`config.mk`:
```
export PLATFORM = sky130hd
export DESIGN_NAME = scalable_proc
export DESIGN_NICKNAME = d
export VERILOG_FILES = /design/src/scalable_proc_pkg.sv /design/src/rom.sv /design/src/processing_unit.sv /design/src/proc_sequencer.sv /design/src/hex_uart_tx.sv /design/src/scalable_proc.sv
export SDC_FILE = /design/constraint.sdc
export NUM_CORES = 1
export LEC_CHECK = 0
export BUFFER_PORTS_ARGS = -buffer_cell sky130_fd_sc_hd__buf_2
export CORE_AREA = 2 2 137 238
export CTS_CLUSTER_DIAMETER = 120
export DETAILED_ROUTE_END_ITERATION = 8
export DIE_AREA = 0 0 139 240
export PLACE_DENSITY = 0.47
export SLEW_MARGIN = 40
export SYNTH_ARGS = -nofsm -noshare
export SYNTH_HDL_FRONTEND = slang
export SYNTH_SLANG_ARGS = --single-unit
```
`constraint.sdc`:
```
create_clock -name CLK -period 4.19 [get_ports CLK]
set_input_delay 0.838 -clock CLK [delete_from_list [all_inputs] [get_ports CLK]]
set_output_delay 0.838 -clock CLK [all_outputs]
set_load 0.05 [all_outputs]
```
`src/rom_image.hex`:
```
// One 32-bit ROM word per line, address 0 first
FFFFFFFE
FFFFFF7F
FFFFFFFF
FFFFFFF0
FFFFFFBF
FFFFFFF5
FFFFFFDF
FFFFFFEF

```
`src/scalable_proc_pkg.sv`:
```
`default_nettype none

package scalable_proc_pkg;

    // Sizing and timing
    localparam int NUM_UNITS      = 2;
    localparam int ROM_ADDR_BITS  = 3;
    localparam int UART_PRESCALER = 8;
    // Ten bits per character plus one spare bit time
    localparam int CHAR_INTERVAL  = UART_PRESCALER * 11;
    localparam int CHARS_PER_UNIT = 8;

    // Data types
    typedef logic [31:0]               word_t;
    typedef logic [ROM_ADDR_BITS-1:0]  rom_addr_t;
    typedef logic [3:0]                nibble_t;
    typedef logic [NUM_UNITS*32-1:0]   lane_t;

    // Symbol from the sequencer to the transmitter
    typedef struct packed {
        logic    delim;
        nibble_t nibble;
    } tx_sym_t;

    typedef enum logic [2:0] {
        INIT, LOAD_START, LOAD_SHIFT, PROC_START,
        PROC_WAIT, SEND_START, SEND_WAIT, SEND_DELIM
    } seq_state_e;

    // CRC-32 shifted MSB first with no final XOR
    localparam word_t CRC_POLY = 32'h04C11DB7;
    localparam word_t CRC_INIT = 32'hFFFFFFFF;

endpackage

`default_nettype wire

```
`src/rom.sv`:
```
`timescale 1ns/1ps
`default_nettype none

module rom
    import scalable_proc_pkg::*;
(
    input  logic      CLK,
    input  logic      RST,
    input  logic      rd_en,
    input  rom_addr_t addr,
    output logic      rd_stb,
    output word_t     rd_word
);

    word_t mem [0:(1 << ROM_ADDR_BITS)-1];

    initial begin
        $readmemh("/design/src/rom_image.hex", mem);
    end

    // Registered read port
    always_ff @(posedge CLK) begin
        if (rd_en) begin
            rd_word <= mem[addr];
        end
    end

    // Data valid one cycle after the read strobe
    always_ff @(posedge CLK or posedge RST) begin
        if (RST) begin
            rd_stb <= 1'b0;
        end else begin
            rd_stb <= rd_en;
        end
    end

endmodule

`default_nettype wire

```
`src/processing_unit.sv`:
```
`timescale 1ns/1ps
`default_nettype none

module processing_unit
    import scalable_proc_pkg::*;
(
    input  logic  CLK,
    input  logic  RST,
    input  logic  start,
    input  word_t data,
    output logic  done,
    output word_t result
);

    word_t      data_sr;
    word_t      crc;
    word_t      crc_next;
    logic       fb;
    logic       busy;
    logic [4:0] bit_cnt;
    logic       last_bit;

    // One LFSR step on the current MSB of the data
    assign fb       = crc[31] ^ data_sr[31];
    assign crc_next = {crc[30:0], 1'b0} ^ (fb ? CRC_POLY : '0);
    assign last_bit = busy && (bit_cnt == 5'd31);

    // Start is dropped while a job runs
    always_ff @(posedge CLK or posedge RST) begin
        if (RST) begin
            busy    <= 1'b0;
            bit_cnt <= '0;
            done    <= 1'b0;
        end else begin
            done <= last_bit;
            if (!busy) begin
                busy    <= start;
                bit_cnt <= '0;
            end else begin
                bit_cnt <= bit_cnt + 1'b1;
                busy    <= !last_bit;
            end
        end
    end

    // Datapath
    always_ff @(posedge CLK) begin
        if (!busy && start) begin
            data_sr <= data;
            crc     <= CRC_INIT;
        end else if (busy) begin
            data_sr <= data_sr << 1;
            crc     <= crc_next;
        end
        if (last_bit) begin
            result <= crc_next;
        end
    end

endmodule

`default_nettype wire

```
`src/proc_sequencer.sv`:
```
`timescale 1ns/1ps
`default_nettype none

module proc_sequencer
    import scalable_proc_pkg::*;
(
    input  logic      CLK,
    input  logic      RST,
    input  logic      unit_done,
    input  nibble_t   cur_nibble,
    output logic      rom_stb,
    output rom_addr_t rom_addr,
    output logic      start,
    output logic      out_shift,
    output logic      sym_stb,
    output tx_sym_t   sym
);

    // Down counter with its MSB as the underflow flag
    localparam int CNT_W  = $clog2(NUM_UNITS * CHARS_PER_UNIT) + 1;
    localparam int PACE_W = $clog2(CHAR_INTERVAL);

    seq_state_e        state;
    logic [CNT_W-1:0]  cnt;
    logic              cnt_last;
    logic [PACE_W-1:0] pace_cnt;
    logic              pace;

    assign cnt_last = cnt[CNT_W-1];

    // ========================================================================
    // State register
    always_ff @(posedge CLK or posedge RST) begin
        if (RST) begin
            state <= INIT;
        end else begin
            case (state)
                INIT:       state <= LOAD_START;
                LOAD_START: state <= LOAD_SHIFT;
                LOAD_SHIFT: if (cnt_last) state <= PROC_START;
                PROC_START: state <= PROC_WAIT;
                PROC_WAIT:  if (unit_done) state <= SEND_START;
                SEND_START: state <= SEND_WAIT;
                SEND_WAIT:  if (pace && cnt_last) state <= SEND_DELIM;
                SEND_DELIM: if (pace) state <= INIT;
                default:    state <= INIT;
            endcase
        end
    end

    // Words to load, then characters to send
    always_ff @(posedge CLK or posedge RST) begin
        if (RST) begin
            cnt <= '0;
        end else begin
            case (state)
                LOAD_START: cnt <= CNT_W'(NUM_UNITS - 2);
                SEND_START: cnt <= CNT_W'(NUM_UNITS * CHARS_PER_UNIT - 2);
                SEND_WAIT: begin
                    if (pace && !cnt_last) begin
                        cnt <= cnt - 1'b1;
                    end
                end
                default: begin
                    // Saturates once negative
                    if (!cnt_last) begin
                        cnt <= cnt - 1'b1;
                    end
                end
            endcase
        end
    end

    // ========================================================================
    // Free-running character pacing
    always_ff @(posedge CLK or posedge RST) begin
        if (RST) begin
            pace_cnt <= PACE_W'(CHAR_INTERVAL - 1);
        end else if (pace) begin
            pace_cnt <= PACE_W'(CHAR_INTERVAL - 1);
        end else begin
            pace_cnt <= pace_cnt - 1'b1;
        end
    end

    assign pace = (pace_cnt == '0);

    // ========================================================================
    // ROM address steps once per load cycle and wraps at the end of the ROM
    always_ff @(posedge CLK or posedge RST) begin
        if (RST) begin
            rom_addr <= '0;
        end else if (state == LOAD_SHIFT) begin
            rom_addr <= rom_addr + 1'b1;
        end
    end

    // Unit start pulse
    always_ff @(posedge CLK or posedge RST) begin
        if (RST) begin
            start <= 1'b0;
        end else begin
            start <= (state == PROC_START);
        end
    end

    assign rom_stb   = (state == LOAD_SHIFT);
    assign out_shift = (state == SEND_WAIT) && pace;
    assign sym_stb   = pace && ((state == SEND_WAIT) || (state == SEND_DELIM));

    // Data nibble while sending, delimiter otherwise
    always_comb begin
        sym.delim  = (state != SEND_WAIT);
        sym.nibble = (state == SEND_WAIT) ? cur_nibble : '0;
    end

endmodule

`default_nettype wire

```
`src/hex_uart_tx.sv`:
```
`timescale 1ns/1ps
`default_nettype none

module hex_uart_tx
    import scalable_proc_pkg::*;
(
    input  logic    CLK,
    input  logic    RST,
    input  logic    sym_stb,
    input  tx_sym_t sym,
    output logic    tx
);

    localparam int PRE_W = $clog2(UART_PRESCALER);

    logic [7:0]       ascii;
    logic [9:0]       frame;
    logic             busy;
    logic [PRE_W-1:0] pre_cnt;
    logic [3:0]       bit_cnt;
    logic             bit_end;

    // ========================================================================
    // Symbol to ASCII
    always_comb begin
        if (sym.delim) begin
            // Newline
            ascii = 8'h0A;
        end else if (sym.nibble < 4'd10) begin
            ascii = 8'h30 + {4'h0, sym.nibble};
        end else begin
            // Upper case A to F
            ascii = 8'h37 + {4'h0, sym.nibble};
        end
    end

    // ========================================================================
    // Bit timing
    assign bit_end = busy && (pre_cnt == PRE_W'(UART_PRESCALER - 1));

    always_ff @(posedge CLK or posedge RST) begin
        if (RST) begin
            pre_cnt <= '0;
        end else if (sym_stb || bit_end) begin
            pre_cnt <= '0;
        end else if (busy) begin
            pre_cnt <= pre_cnt + 1'b1;
        end
    end

    always_ff @(posedge CLK or posedge RST) begin
        if (RST) begin
            busy    <= 1'b0;
            bit_cnt <= '0;
        end else if (sym_stb) begin
            busy    <= 1'b1;
            bit_cnt <= '0;
        end else if (bit_end) begin
            bit_cnt <= bit_cnt + 1'b1;
            // Stop bit done
            if (bit_cnt == 4'd9) begin
                busy <= 1'b0;
            end
        end
    end

    // ========================================================================
    // Frame shifter with the start bit at the bottom
    // Line rests high
    always_ff @(posedge CLK or posedge RST) begin
        if (RST) begin
            frame <= '1;
        end else if (sym_stb) begin
            frame <= {1'b1, ascii, 1'b0};
        end else if (bit_end) begin
            frame <= {1'b1, frame[9:1]};
        end
    end

    assign tx = frame[0];

endmodule

`default_nettype wire

```
`src/scalable_proc.sv`:
```
`timescale 1ns/1ps
`default_nettype none

module scalable_proc
    import scalable_proc_pkg::*;
(
    input  logic CLK,
    input  logic RST,
    output logic tx
);

    logic                 rom_stb;
    rom_addr_t            rom_addr;
    logic                 rd_stb;
    word_t                rd_word;
    logic                 start;
    logic [NUM_UNITS-1:0] unit_done;
    lane_t                unit_result;
    lane_t                in_sreg;
    lane_t                out_sreg;
    logic                 out_shift;
    nibble_t              cur_nibble;
    logic                 sym_stb;
    tx_sym_t              sym;

    // ========================================================================
    // ROM and input shift register
    rom u_rom (
        .CLK     (CLK),
        .RST     (RST),
        .rd_en   (rom_stb),
        .addr    (rom_addr),
        .rd_stb  (rd_stb),
        .rd_word (rd_word)
    );

    // New word enters the low slot, older words move up
    always_ff @(posedge CLK) begin
        if (rd_stb) begin
            in_sreg <= lane_t'({in_sreg, rd_word});
        end
    end

    // ========================================================================
    // Processing units
    for (genvar i = 0; i < NUM_UNITS; i++) begin : g_unit
        processing_unit u_unit (
            .CLK    (CLK),
            .RST    (RST),
            .start  (start),
            .data   (in_sreg[i*32 +: 32]),
            .done   (unit_done[i]),
            .result (unit_result[i*32 +: 32])
        );
    end

    // ========================================================================
    // Output shift register sends its top nibble first
    always_ff @(posedge CLK) begin
        if (unit_done[0]) begin
            out_sreg <= unit_result;
        end else if (out_shift) begin
            out_sreg <= out_sreg << 4;
        end
    end

    assign cur_nibble = out_sreg[$bits(lane_t)-1 -: 4];

    // ========================================================================
    // Control and UART
    proc_sequencer u_seq (
        .CLK        (CLK),
        .RST        (RST),
        .unit_done  (unit_done[0]),
        .cur_nibble (cur_nibble),
        .rom_stb    (rom_stb),
        .rom_addr   (rom_addr),
        .start      (start),
        .out_shift  (out_shift),
        .sym_stb    (sym_stb),
        .sym        (sym)
    );

    hex_uart_tx u_tx (
        .CLK     (CLK),
        .RST     (RST),
        .sym_stb (sym_stb),
        .sym     (sym),
        .tx      (tx)
    );

endmodule

`default_nettype wire

```
=== Yosys cells after proc, flatten, opt, wreduce, memory -nomap -nowiden ===
Cells that the tools add are included.

* Output and inout port bits: 1
* Logic and storage cells: 115
* Register bits: 400
* Bits of input ports: 2

* Equality and inequality tests: 18
* Add/sub/neg operators: 8
* Bitwise logic cells: 4
* Multiplexer cells: 33
* Reduce and logical (&&, ||, !) cells: 27
* Order comparisons: 1

{| class="wikitable"
|+ Operator list
! operator !! number
|-
| $mux 32 || 4
|-
| $mux 64 || 2
|-
| $xor 32x32->32 || 2
|-
| $mux 27 || 2
|-
| $pmux 3 s8 || 1
|-
| $mux 10 || 2
|-
| $mux 5 || 4
|-
| $mux 3 || 6
|-
| $mux 8 || 2
|-
| $eq 3x3->1 const B || 5
|-
| $pmux 5 s3 || 1
|-
| $add 6x4->7 const A || 2
|-
| $mux 4 || 3
|-
| $reduce_bool 2->1 || 6
|-
| $add 5x1->5 const B || 2
|-
| $eq 5x5->1 const B || 2
|-
| $logic_and 1x1->1 || 9
|-
| $ne 2x1->1 const B || 4
|-
| $logic_not 7->1 || 1
|-
| $mux 7 || 1
|-
| $sub 7x1->7 const B || 1
|-
| $eq 3x2->1 const B || 2
|-
| $logic_not 1->1 || 5
|-
| $mux 1 || 5
|-
| 14 further kinds || 17
|}

=== Depth between registers and ports, before layout ===
Gate-level depths: netlist (run 1).

* Depth after elaboration: 6
* Gate-level depth with buffers: 9
* Mapped depth without buffers: 7

=== Modules after synthesis ===
A second synthesis (run 1) with hierarchy kept.

* Cells, all modules: 993
* Area total of the unflattened synthesis: 14,909.3 sq um

{| class="wikitable"
|+ Modules (own cells, without submodules)
! module !! seq. area each (sq um) !! times used !! cells each !! area each (sq um)
|-
| processing_unit || 2,737.6 || 2 || 278 || 3,883.7
|-
| scalable_proc || 3,843.7 || 1 || 200 || 4,792.1
|-
| proc_sequencer || 481.7 || 1 || 115 || 1,159.9
|-
| hex_uart_tx || 436.7 || 1 || 87 || 917.1
|-
| rom || 25.0 || 1 || 35 || 272.8
|}

=== Worst setup path after synthesis (run 1) ===
Ideal clock, no wire load.

* Path type: register to register
* Start: reg u_seq.pace_cnt[0]
* End: reg out_sreg[0], enable pin
* Data required time: 3.758 ns
* Buffers on the path: 0
* Stages on the path, launching flop included: 6
* Slack: 1.263 ns
* Data arrival time: 2.495 ns
* Library setup time: 0.432 ns
* Period minus slack after synthesis: 2.927 ns
* Path through: dfstp_2 inv_1 ha_1 nor3b_4 nand3_1 nand2b_1

* Word-level cells in the longest chain between the ends: 3

{| class="wikitable"
|+ RTL lines
! item !! RTL line !! RTL
|-
| start: declaration || proc_sequencer.sv:26 || <nowiki>logic [PACE_W-1:0] pace_cnt;</nowiki>
|-
| start signal: assignment || proc_sequencer.sv:78 || <nowiki>pace_cnt <= PACE_W'(CHAR_INTERVAL - 1);</nowiki>
|-
| start signal: assignment || proc_sequencer.sv:80 || <nowiki>pace_cnt <= PACE_W'(CHAR_INTERVAL - 1);</nowiki>
|-
| start signal: assignment || proc_sequencer.sv:82 || <nowiki>pace_cnt <= pace_cnt - 1'b1;</nowiki>
|-
| $logic_not 7->1 || proc_sequencer.sv:86 || <nowiki>assign pace = (pace_cnt == '0);</nowiki>
|-
| $logic_and 1x1->1 || proc_sequencer.sv:108 || <nowiki>assign out_shift = (state == SEND_WAIT) && pace;</nowiki>
|-
| $reduce_bool 2->1 (no source line) || -- ||
|-
| end signal: assignment || scalable_proc.sv:61 || <nowiki>out_sreg <= unit_result;</nowiki>
|-
| end signal: assignment || scalable_proc.sv:63 || <nowiki>out_sreg <= out_sreg << 4;</nowiki>
|-
| end: declaration || scalable_proc.sv:20 || <nowiki>lane_t out_sreg;</nowiki>
|}

No other way between the ends.
A chain may end at the register's enable or synchronous reset.

=== Final worst setup path (run 1) ===
* Start: reg u_seq.state[2]
* End: reg out_sreg[39], enable pin

* Word-level cells in the longest chain between the ends: 3

{| class="wikitable"
|+ RTL lines
! item !! RTL line !! RTL
|-
| start: declaration || proc_sequencer.sv:23 || <nowiki>seq_state_e state;</nowiki>
|-
| start signal: assignment || proc_sequencer.sv:35 || <nowiki>state <= INIT;</nowiki>
|-
| start signal: assignment || proc_sequencer.sv:38 || <nowiki>INIT: state <= LOAD_START;</nowiki>
|-
| start signal: assignment || proc_sequencer.sv:39 || <nowiki>LOAD_START: state <= LOAD_SHIFT;</nowiki>
|-
| $eq 3x3->1 || proc_sequencer.sv:108 ||
|-
| $logic_and 1x1->1 || proc_sequencer.sv:108 ||
|-
| $reduce_bool 2->1 (no source line) || -- ||
|}

No other way between the ends.

==> results of run 1 <==
per-layer routing:
| metal | share of wire (%) | vias to the layer above |
|---|---|---|
| met5 | 0 | - |
| li1 | - | 2518 |
| met1 | 40 | 2479 |
| met4 | 2.1 | 0 |
| met3 | 2.5 | 19 |
| met2 | 55 | 35 |
final timing paths:
| kind | startpoint | to | cells after the start |
|---|---|---|---|
| worst max-delay path | u_seq.state[2]$_DFFE_PP0P_ | out_sreg[39]$_DFFE_PP_ | 4 |
| worst min-delay path | RST | g_unit[0].u_unit.bit_cnt[0]$_DFF_PP0_ | 2 |
| worst max register to register | u_seq.state[2]$_DFFE_PP0P_ | out_sreg[39]$_DFFE_PP_ | 4 |
| worst min register to register | u_seq.pace_cnt[0]$_DFF_PP1_ | u_seq.pace_cnt[0]$_DFF_PP1_ | 1 |
| max in group asynchronous | RST | u_seq.start$_DFF_PP0_ | 2 |
| min in group CLK | u_seq.pace_cnt[0]$_DFF_PP1_ | u_seq.pace_cnt[0]$_DFF_PP1_ | 1 |
power breakdown:
group,internal [W],switching (W)
clock network,0.00117,0.000837
logic,0.000000560,0.00000880
registers,0.00244,0
kinds of logic (layout without fill, tap and decap cells):
group	Yosys count	count (layout)	synth area share, %
compound gates	104	104	6.31
xor+xnor	38	38	3.58
mux	65	65	7.81
flops	238	238	67.6
fa+ha+maj	12	12	1.61
buf+inv	54	63	2.53
simple gates	220	220	10.5
metrics by stage:
step,hold slack (ns),cells
floorplan,0.403,731
global placement,0.439,1095
detailed placement,0.438,1096
CTS,0.400,1136
global route,0.442,1136
finish,0.394,1136
final cells by class:
| type | instances | share of cell area, % |
|---|---|---|
| flip-flops and latches | 238 | 60.4 |
| multi-input cells | 439 | 26.7 |
| clock buffers | 33 | 6.07 |
| well taps | 396 | 4.75 |
| clock inverters | 7 | 0.840 |
| repair buffers | 9 | 0.720 |
| inverters | 14 | 0.528 |
cell usage in the layout (no fill, tap or decap), types with 8 or more instances in the layout:
master	n
clkbuf_16	23
a21oi_1	12
dfstp_2	14
mux2_2	61
dfrtp_1	28
dfxtp_1	62
nor2_1	78
xor2_1	33
edfxtp_1	128
nand3_1	8
o21ai_0	71
ha_1	12
inv_1	13
and2_1	15
clkbuf_1	8
nand2_1	90
sequential cells by signal, indices dropped and copies added, names as in the netlist, 2 cells and up:
register               cells
g_unit.u_unit.bit_cnt     10
u_tx.pre_cnt               3
g_unit.u_unit.result      64
out_sreg                  64
g_unit.u_unit.crc         64
u_seq.state                3
u_seq.cnt                  5
u_tx.bit_cnt               4
u_tx.frame                 9
u_seq.pace_cnt             7
g_unit.u_unit.busy         2
==> flow_metrics.py, run 1 <==
metrics = {
    "outcome": {
        "outcome": "completed",
    },
    "synthesis": {
        "synth_top_area_share_pct": 41.3,
        "netlist_top_cells_count": "128 x edfxtp_1, 90 x nand2_1, 78 x nor2_1",
        "synth_edf_count": 128,
        "ys_seq_area_share_pct": 67.6,
        "yosys.area.top_type": "edfxtp_1",
        "syn-cell-area_um2": 9310,
        "synth-seq-cells": 238,
        "ys_types": 52,
        "synth_top_flop_cell": "edfxtp_1",
        "yosysMostFrequentCell": "edfxtp_1",
        "async_flop_share_pct": 19.3,
        "synth.avg_cell_area_um2": 12.7,
        "synthTopCellsByArea": "edfxtp_1 41%, dfxtp_1 14%, dfrtp_1 8.6%, mux2_2 7.4%, dfstp_2 4.0%",
        "syn_nets": 745,
        "ys_warn_count": 0,
        "syn_inst": 731,
    },
    "routing": {
        "vias_per_cell": 4.45,
        "wl_per_cell_um": 14.4,
        "vias": 5051,
        "drtAntennaViolNets": 0,
        "drcViolationCount": 0,
        "drt_first_pass_iters": 4,
        "drt_wl_total_um": 16300,
        "drt_iter0_markers": 310,
    },
    "timing": {
        "setup_violations": 0,
        "tightest_slew_ns": 0.707,
        "slew_headroom_pct": 52.9,
        "tns_ns": 0,
        "clock.fmax_mhz": 461,
        "rsz0062_at_grt": "false",
        "final_hold_viol_count": 0,
        "layout_min_cycle_time_ns": 2.17,
        "slew_viol_final": 0,
        "setup_slack_ns": 2.02,
        "period_share_pct": 51.7,
        "clock_skew_ns": 0.00727,
    },
    "setup_path": {
        "crit_path_cell_trace": "and3b_1, nand3_1, nand2b_4, buf_12",
        "startpoint_type": "register",
        "cp_slowest_cell": "dfrtp_1",
        "path_buf_inv": 1,
        "ff2ff_setup_slack_ns": 2.02,
        "cp_top_family": "simple AND/OR/NAND/NOR gates",
        "worst_ep_required_time_ns": 4.38,
        "arrival_ns": 2.36,
        "crit_type": "register to register",
        "end_kind": "register",
        "crit_path_max_fanout": 38,
        "slowest_delay_ns": 0.59,
    },
    "final_layout": {
        "regArea_um2": 6300,
        "fin_nets": 738,
        "area_delta_synth_final_pct": 12.1,
        "fillers": 3123,
        "drive_gt1_share_pct": 17.7,
        "stdcell_area_um2": 10400,
        "n_antenna_cell": 0,
        "multi_input_area_um2": 2780,
        "final_util_pct": 33.2,
    },
    "floorplan": {
        "rows": 86,
        "io_pins": 3,
        "start_util_pct": 29.6,
        "die_width_um": 139,
        "fp.dieArea_um2": 33400,
        "core_um2": 31400,
        "fp.dieH_um": 240,
    },
    "place": {
        "dpl.hpwl_um": 9980,
        "dp_slack_ns": 1.99,
        "gp_congestion": 0.727,
        "placed_cell_area_um2": 9710,
        "port_buffers": 2,
    },
    "power": {
        "power_density_nw_per_um2": 427,
        "power_w": 0.00446,
        "ir_drop_mv": 0.216,
        "p_leak_nw": 3.73,
    },
    "grt": {
        "grt_antenna_before_repair": 0,
        "grtUsageMet3_pct": 1.43,
        "grt_pass1_wl_um": 27000,
        "globalRouteMet2Util_pct": 19.6,
        "overflow": 0,
        "top_usage_layer": "met2",
        "met1_usage_pct": 10.7,
        "grt_max_degree": 72,
        "grt_pass1_vias": 5137,
        "grt.total_usage_pct": 10.0,
    },
    "min_path": {
        "hold_path_class": "input port to async pin",
    },
    "clocking": {
        "clock_sinks": 238,
        "cts.repair.resized": 0,
        "h-tree-depth": 1,
        "post-cts-setup-buffers": 0,
        "cts_hold_buf": 0,
        "clock-root-buffer": "clkbuf_16",
        "ctsLongestPathBuffers": 3,
        "clock_latency_ns": 0.51,
        "cts_tree": "built",
        "clkTransAtPathRegs_ns": 0.07,
        "cts_buffers": 22,
    },
    "job": {
        "maxCapViolCount": 0,
    },
}
Note: power is estimated with default switching activity, not from simulation.
==> run 2: changes to the inputs <==
--- a/config.mk
+++ b/config.mk
@@ -5,12 +5,13 @@
 export SDC_FILE = /design/constraint.sdc
 export NUM_CORES = 1
 export LEC_CHECK = 0
+export ABC_AREA = 1
 export BUFFER_PORTS_ARGS = -buffer_cell sky130_fd_sc_hd__buf_2
-export CORE_AREA = 2 2 137 238
+export CORE_AREA = 2 2 137 239
 export CTS_CLUSTER_DIAMETER = 120
 export DETAILED_ROUTE_END_ITERATION = 8
-export DIE_AREA = 0 0 139 240
-export PLACE_DENSITY = 0.47
+export DIE_AREA = 0 0 139 241
+export PLACE_DENSITY = 0.49
 export SLEW_MARGIN = 40
 export SYNTH_ARGS = -nofsm -noshare
 export SYNTH_HDL_FRONTEND = slang
==> constraint.sdc (replaced) <==
create_clock -name CLK -period 1.82 [get_ports CLK]
set_input_delay 0.364 -clock CLK [delete_from_list [all_inputs] [get_ports CLK]]
set_output_delay 0.364 -clock CLK [all_outputs]
set_load 0.05 [all_outputs]
==> run 2 against run 1 <==
  * First-iteration DRC count shrank 27%
  * Non-clock buffer count grew 20
  * Total power increased by 130%
  * Hold slack improved by 0.020 ns
  * Critical endpoint is now u_seq.state[2]$_DFFE_PP0P_
  * Highest routed layer unchanged
==> flow_metrics.py, run 2 <==
metrics = {
    "outcome": {
        "outcome": "completed",
    },
    "power": {
        "p_leak_nw": 4.52,
        "power_density_nw_per_um2": 969,
        "ir_drop_mv": 0.551,
    },
    "floorplan": {
        "core_um2": 31400,
        "io_pins": 3,
        "fp.dieArea_um2": 33500,
        "die_width_um": 139,
        "fp.dieH_um": 241,
        "start_util_pct": 29.7,
        "rows": 86,
    },
    "routing": {
        "drtAntennaViolNets": 0,
        "wl_per_cell_um": 12.6,
        "drcViolationCount": 0,
        "drt_first_pass_iters": 4,
        "drt_iter0_markers": 226,
        "vias_per_cell": 4.32,
        "drt_wl_total_um": 16600,
        "vias": 5658,
    },
    "grt": {
        "grt.total_usage_pct": 10.0,
        "overflow": 0,
        "grt_pass1_wl_um": 28000,
        "grt_antenna_before_repair": 0,
        "grt_max_degree": 47,
        "grt_pass1_vias": 5675,
    },
    "synthesis": {
        "async_flop_share_pct": 19.3,
        "yosys.area.top_type": "edfxtp_1",
        "synth-seq-cells": 238,
        "synth_top_area_share_pct": 41.2,
        "synthTopCellsByArea": "edfxtp_1 41%, dfxtp_1 14%, nand2_1 10%, dfrtp_1 8.6%, dfstp_2 3.9%",
        "ys_warn_count": 0,
        "synth_edf_count": 128,
        "yosysMostFrequentCell": "nand2_1",
        "syn_inst": 882,
        "netlist_top_cells_count": "259 x nand2_1, 128 x edfxtp_1, 81 x inv_1",
        "syn_nets": 896,
        "synth_top_flop_cell": "edfxtp_1",
        "syn-cell-area_um2": 9340,
        "ys_types": 34,
        "synth.avg_cell_area_um2": 10.6,
        "ys_seq_area_share_pct": 67.4,
    },
    "final_layout": {
        "area_delta_synth_final_pct": 15.2,
        "fin_nets": 912,
        "n_antenna_cell": 0,
        "final_cells": 1311,
        "top_regs": "g_unit.u_unit.crc: 64 flops, g_unit.u_unit.result: 64 flops, out_sreg: 64 flops",
        "final_cell_mix": "256 x nand2_1, 128 x edfxtp_1, 77 x inv_1",
        "drive_gt1_share_pct": 10.8,
        "layout_commonest_cell": "nand2_1",
        "final_util_pct": 34.2,
    },
    "clocking": {
        "cts_tree": "built",
        "h-tree-depth": 1,
        "clock_latency_ns": 0.54,
        "clkTransAtPathRegs_ns": 0.06,
        "ctsLongestPathBuffers": 3,
        "clock-root-buffer": "clkbuf_16",
        "clock_sinks": 238,
        "cts_buffers": 23,
    },
    "setup_path": {
        "ff2ff_setup_slack_ns": 0.10,
        "reg2reg_from": "u_seq.pace_cnt[0]$_DFF_PP1_",
        "end_kind": "register",
        "crit_path_max_fanout": 5,
        "startpoint_type": "register",
        "rr_worst_depth": 10,
        "crit_path_start": "u_seq.pace_cnt[0]$_DFF_PP1_",
        "worst_ep_required_time_ns": 2.28,
        "crit_type": "register to register",
        "arrival_ns": 2.18,
        "critPathCapture": "u_seq.state[2]$_DFFE_PP0P_",
        "r2r_end": "u_seq.state[2]$_DFFE_PP0P_",
    },
    "place": {
        "gp_congestion": 0.726,
        "dp_slack_ns": 0.0204,
        "port_buffers": 2,
        "dp_cells": 1267,
        "dpl.hpwl_um": 10800,
    },
    "timing": {
        "slew_headroom_pct": 60.7,
        "period_share_pct": 94.4,
        "layout_min_cycle_time_ns": 1.72,
        "setup_slack_ns": 0.102,
        "tightest_slew_ns": 0.589,
        "rsz0062_at_grt": "false",
        "final_hold_viol_count": 0,
        "slew_viol_final": 0,
        "tns_ns": 0,
        "worst_hold_slack_ns": 0.414,
        "setup_violations": 0,
        "clock_skew_ns": 0.0168,
        "clock.fmax_mhz": 582,
    },
    "job": {
        "maxCapViolCount": 0,
    },
    "min_path": {
        "hold_path_class": "input port to async pin",
    },
}
==> run 2: cell types whose count changed after synthesis, moves of 4 or more <==
| cell | change |
|---|---|
| a21oi_1 | +24 |
| a22oi_1 | +23 |
| and2_1 | -15 |
| buf_1 | +6 |
| clkbuf_1 | -8 |
| inv_1 | +67 |
| mux2_2 | -61 |
| mux2i_1 | -4 |
| nand2_1 | +169 |
| nand3_1 | +11 |
| nor3_1 | +23 |
| o21ai_0 | -60 |
| xnor2_1 | -4 |
==> run 2: stage by stage <==
step / power, W / instance area, µm²
floorplan: 0.00574 / 9360
global placement: 0.00576 / 9950
detailed placement: 0.00576 / 9950
CTS: 0.0106 / 10700
global route: 0.0108 / 10800
finish: 0.0104 / 10800
==> run 2: final cells by class <==
class | instances | area (µm²)
inverter | 82 | 319
clock buffer | 29 | 618
multi-input combinational | 524 | 2590
clock inverter | 13 | 133
sequential | 238 | 6290
tap | 396 | 495
timing repair buffer | 29 | 303
fill | 3211 | 20700
==> run 2: what timing repair did <==
action,in CTS,in global routing
setup buffers,0,1
gates resized for setup,0,8
hold endpoints to repair,32,0
hold buffers,1,0
setup endpoints to repair,0,78
==> run 2: how the worst min path moves through the flow <==
stage	to	slack, ns
2_1_floorplan	g_unit[0].u_unit.result[0]$_DFFE_PP_	0.40
3_3_place_gp	g_unit[1].u_unit.result[13]$_DFFE_PP_	0.41
3_5_place_dp	g_unit[0].u_unit.result[15]$_DFFE_PP_	0.41
4_1_cts	u_tx.pre_cnt[1]$_DFFE_PP0P_	0.41
5_1_grt	u_tx.pre_cnt[1]$_DFFE_PP0P_	0.44
6_report	u_tx.pre_cnt[1]$_DFFE_PP0P_	0.41
==> run 2: worst max-delay path: stages, from the launching register on <==
cell     delay [ns]
dfstp_2        0.53
inv_1          0.06
ha_1           0.23
buf_4          0.14
nand2_1        0.07
nor2_2         0.05
nand2_2        0.16
nand2_1        0.16
nand3_1        0.14
nand2_1        0.06
nand2_1        0.06
==> run 2: cells by family (layout without fill, tap and decap cells) <==
group	count (synthesis)	count (layout)	synth area share, %
and+or+nand+nor	399	399	17.5
DFF	238	238	67.4
buffers and inverters	120	153	5.29
AOI/OAI and AO/OA	80	80	5.05
xor gates and xnor gates	33	33	3.10
adders and majority gates	12	12	1.61
==> run 2: metal layers <==
metal  global-route usage, %  routed length [µm]  vias up
li1                        -                   -     2906
met1                    11.2                6830     2678
met2                    19.0                8820       44
met3                    1.49                 415       30
met4                    4.22                 484        0
met5                       0                   0        -
==> run 2: power breakdown <==
| group | internal [W] | switching [W] |
|---|---|---|
| Clock | 0.00272 | 0.00206 |
| Combinational | 0.00000695 | 0.0000217 |
| Sequential | 0.00561 | 0 |
| Total | 0.00834 | 0.00209 |
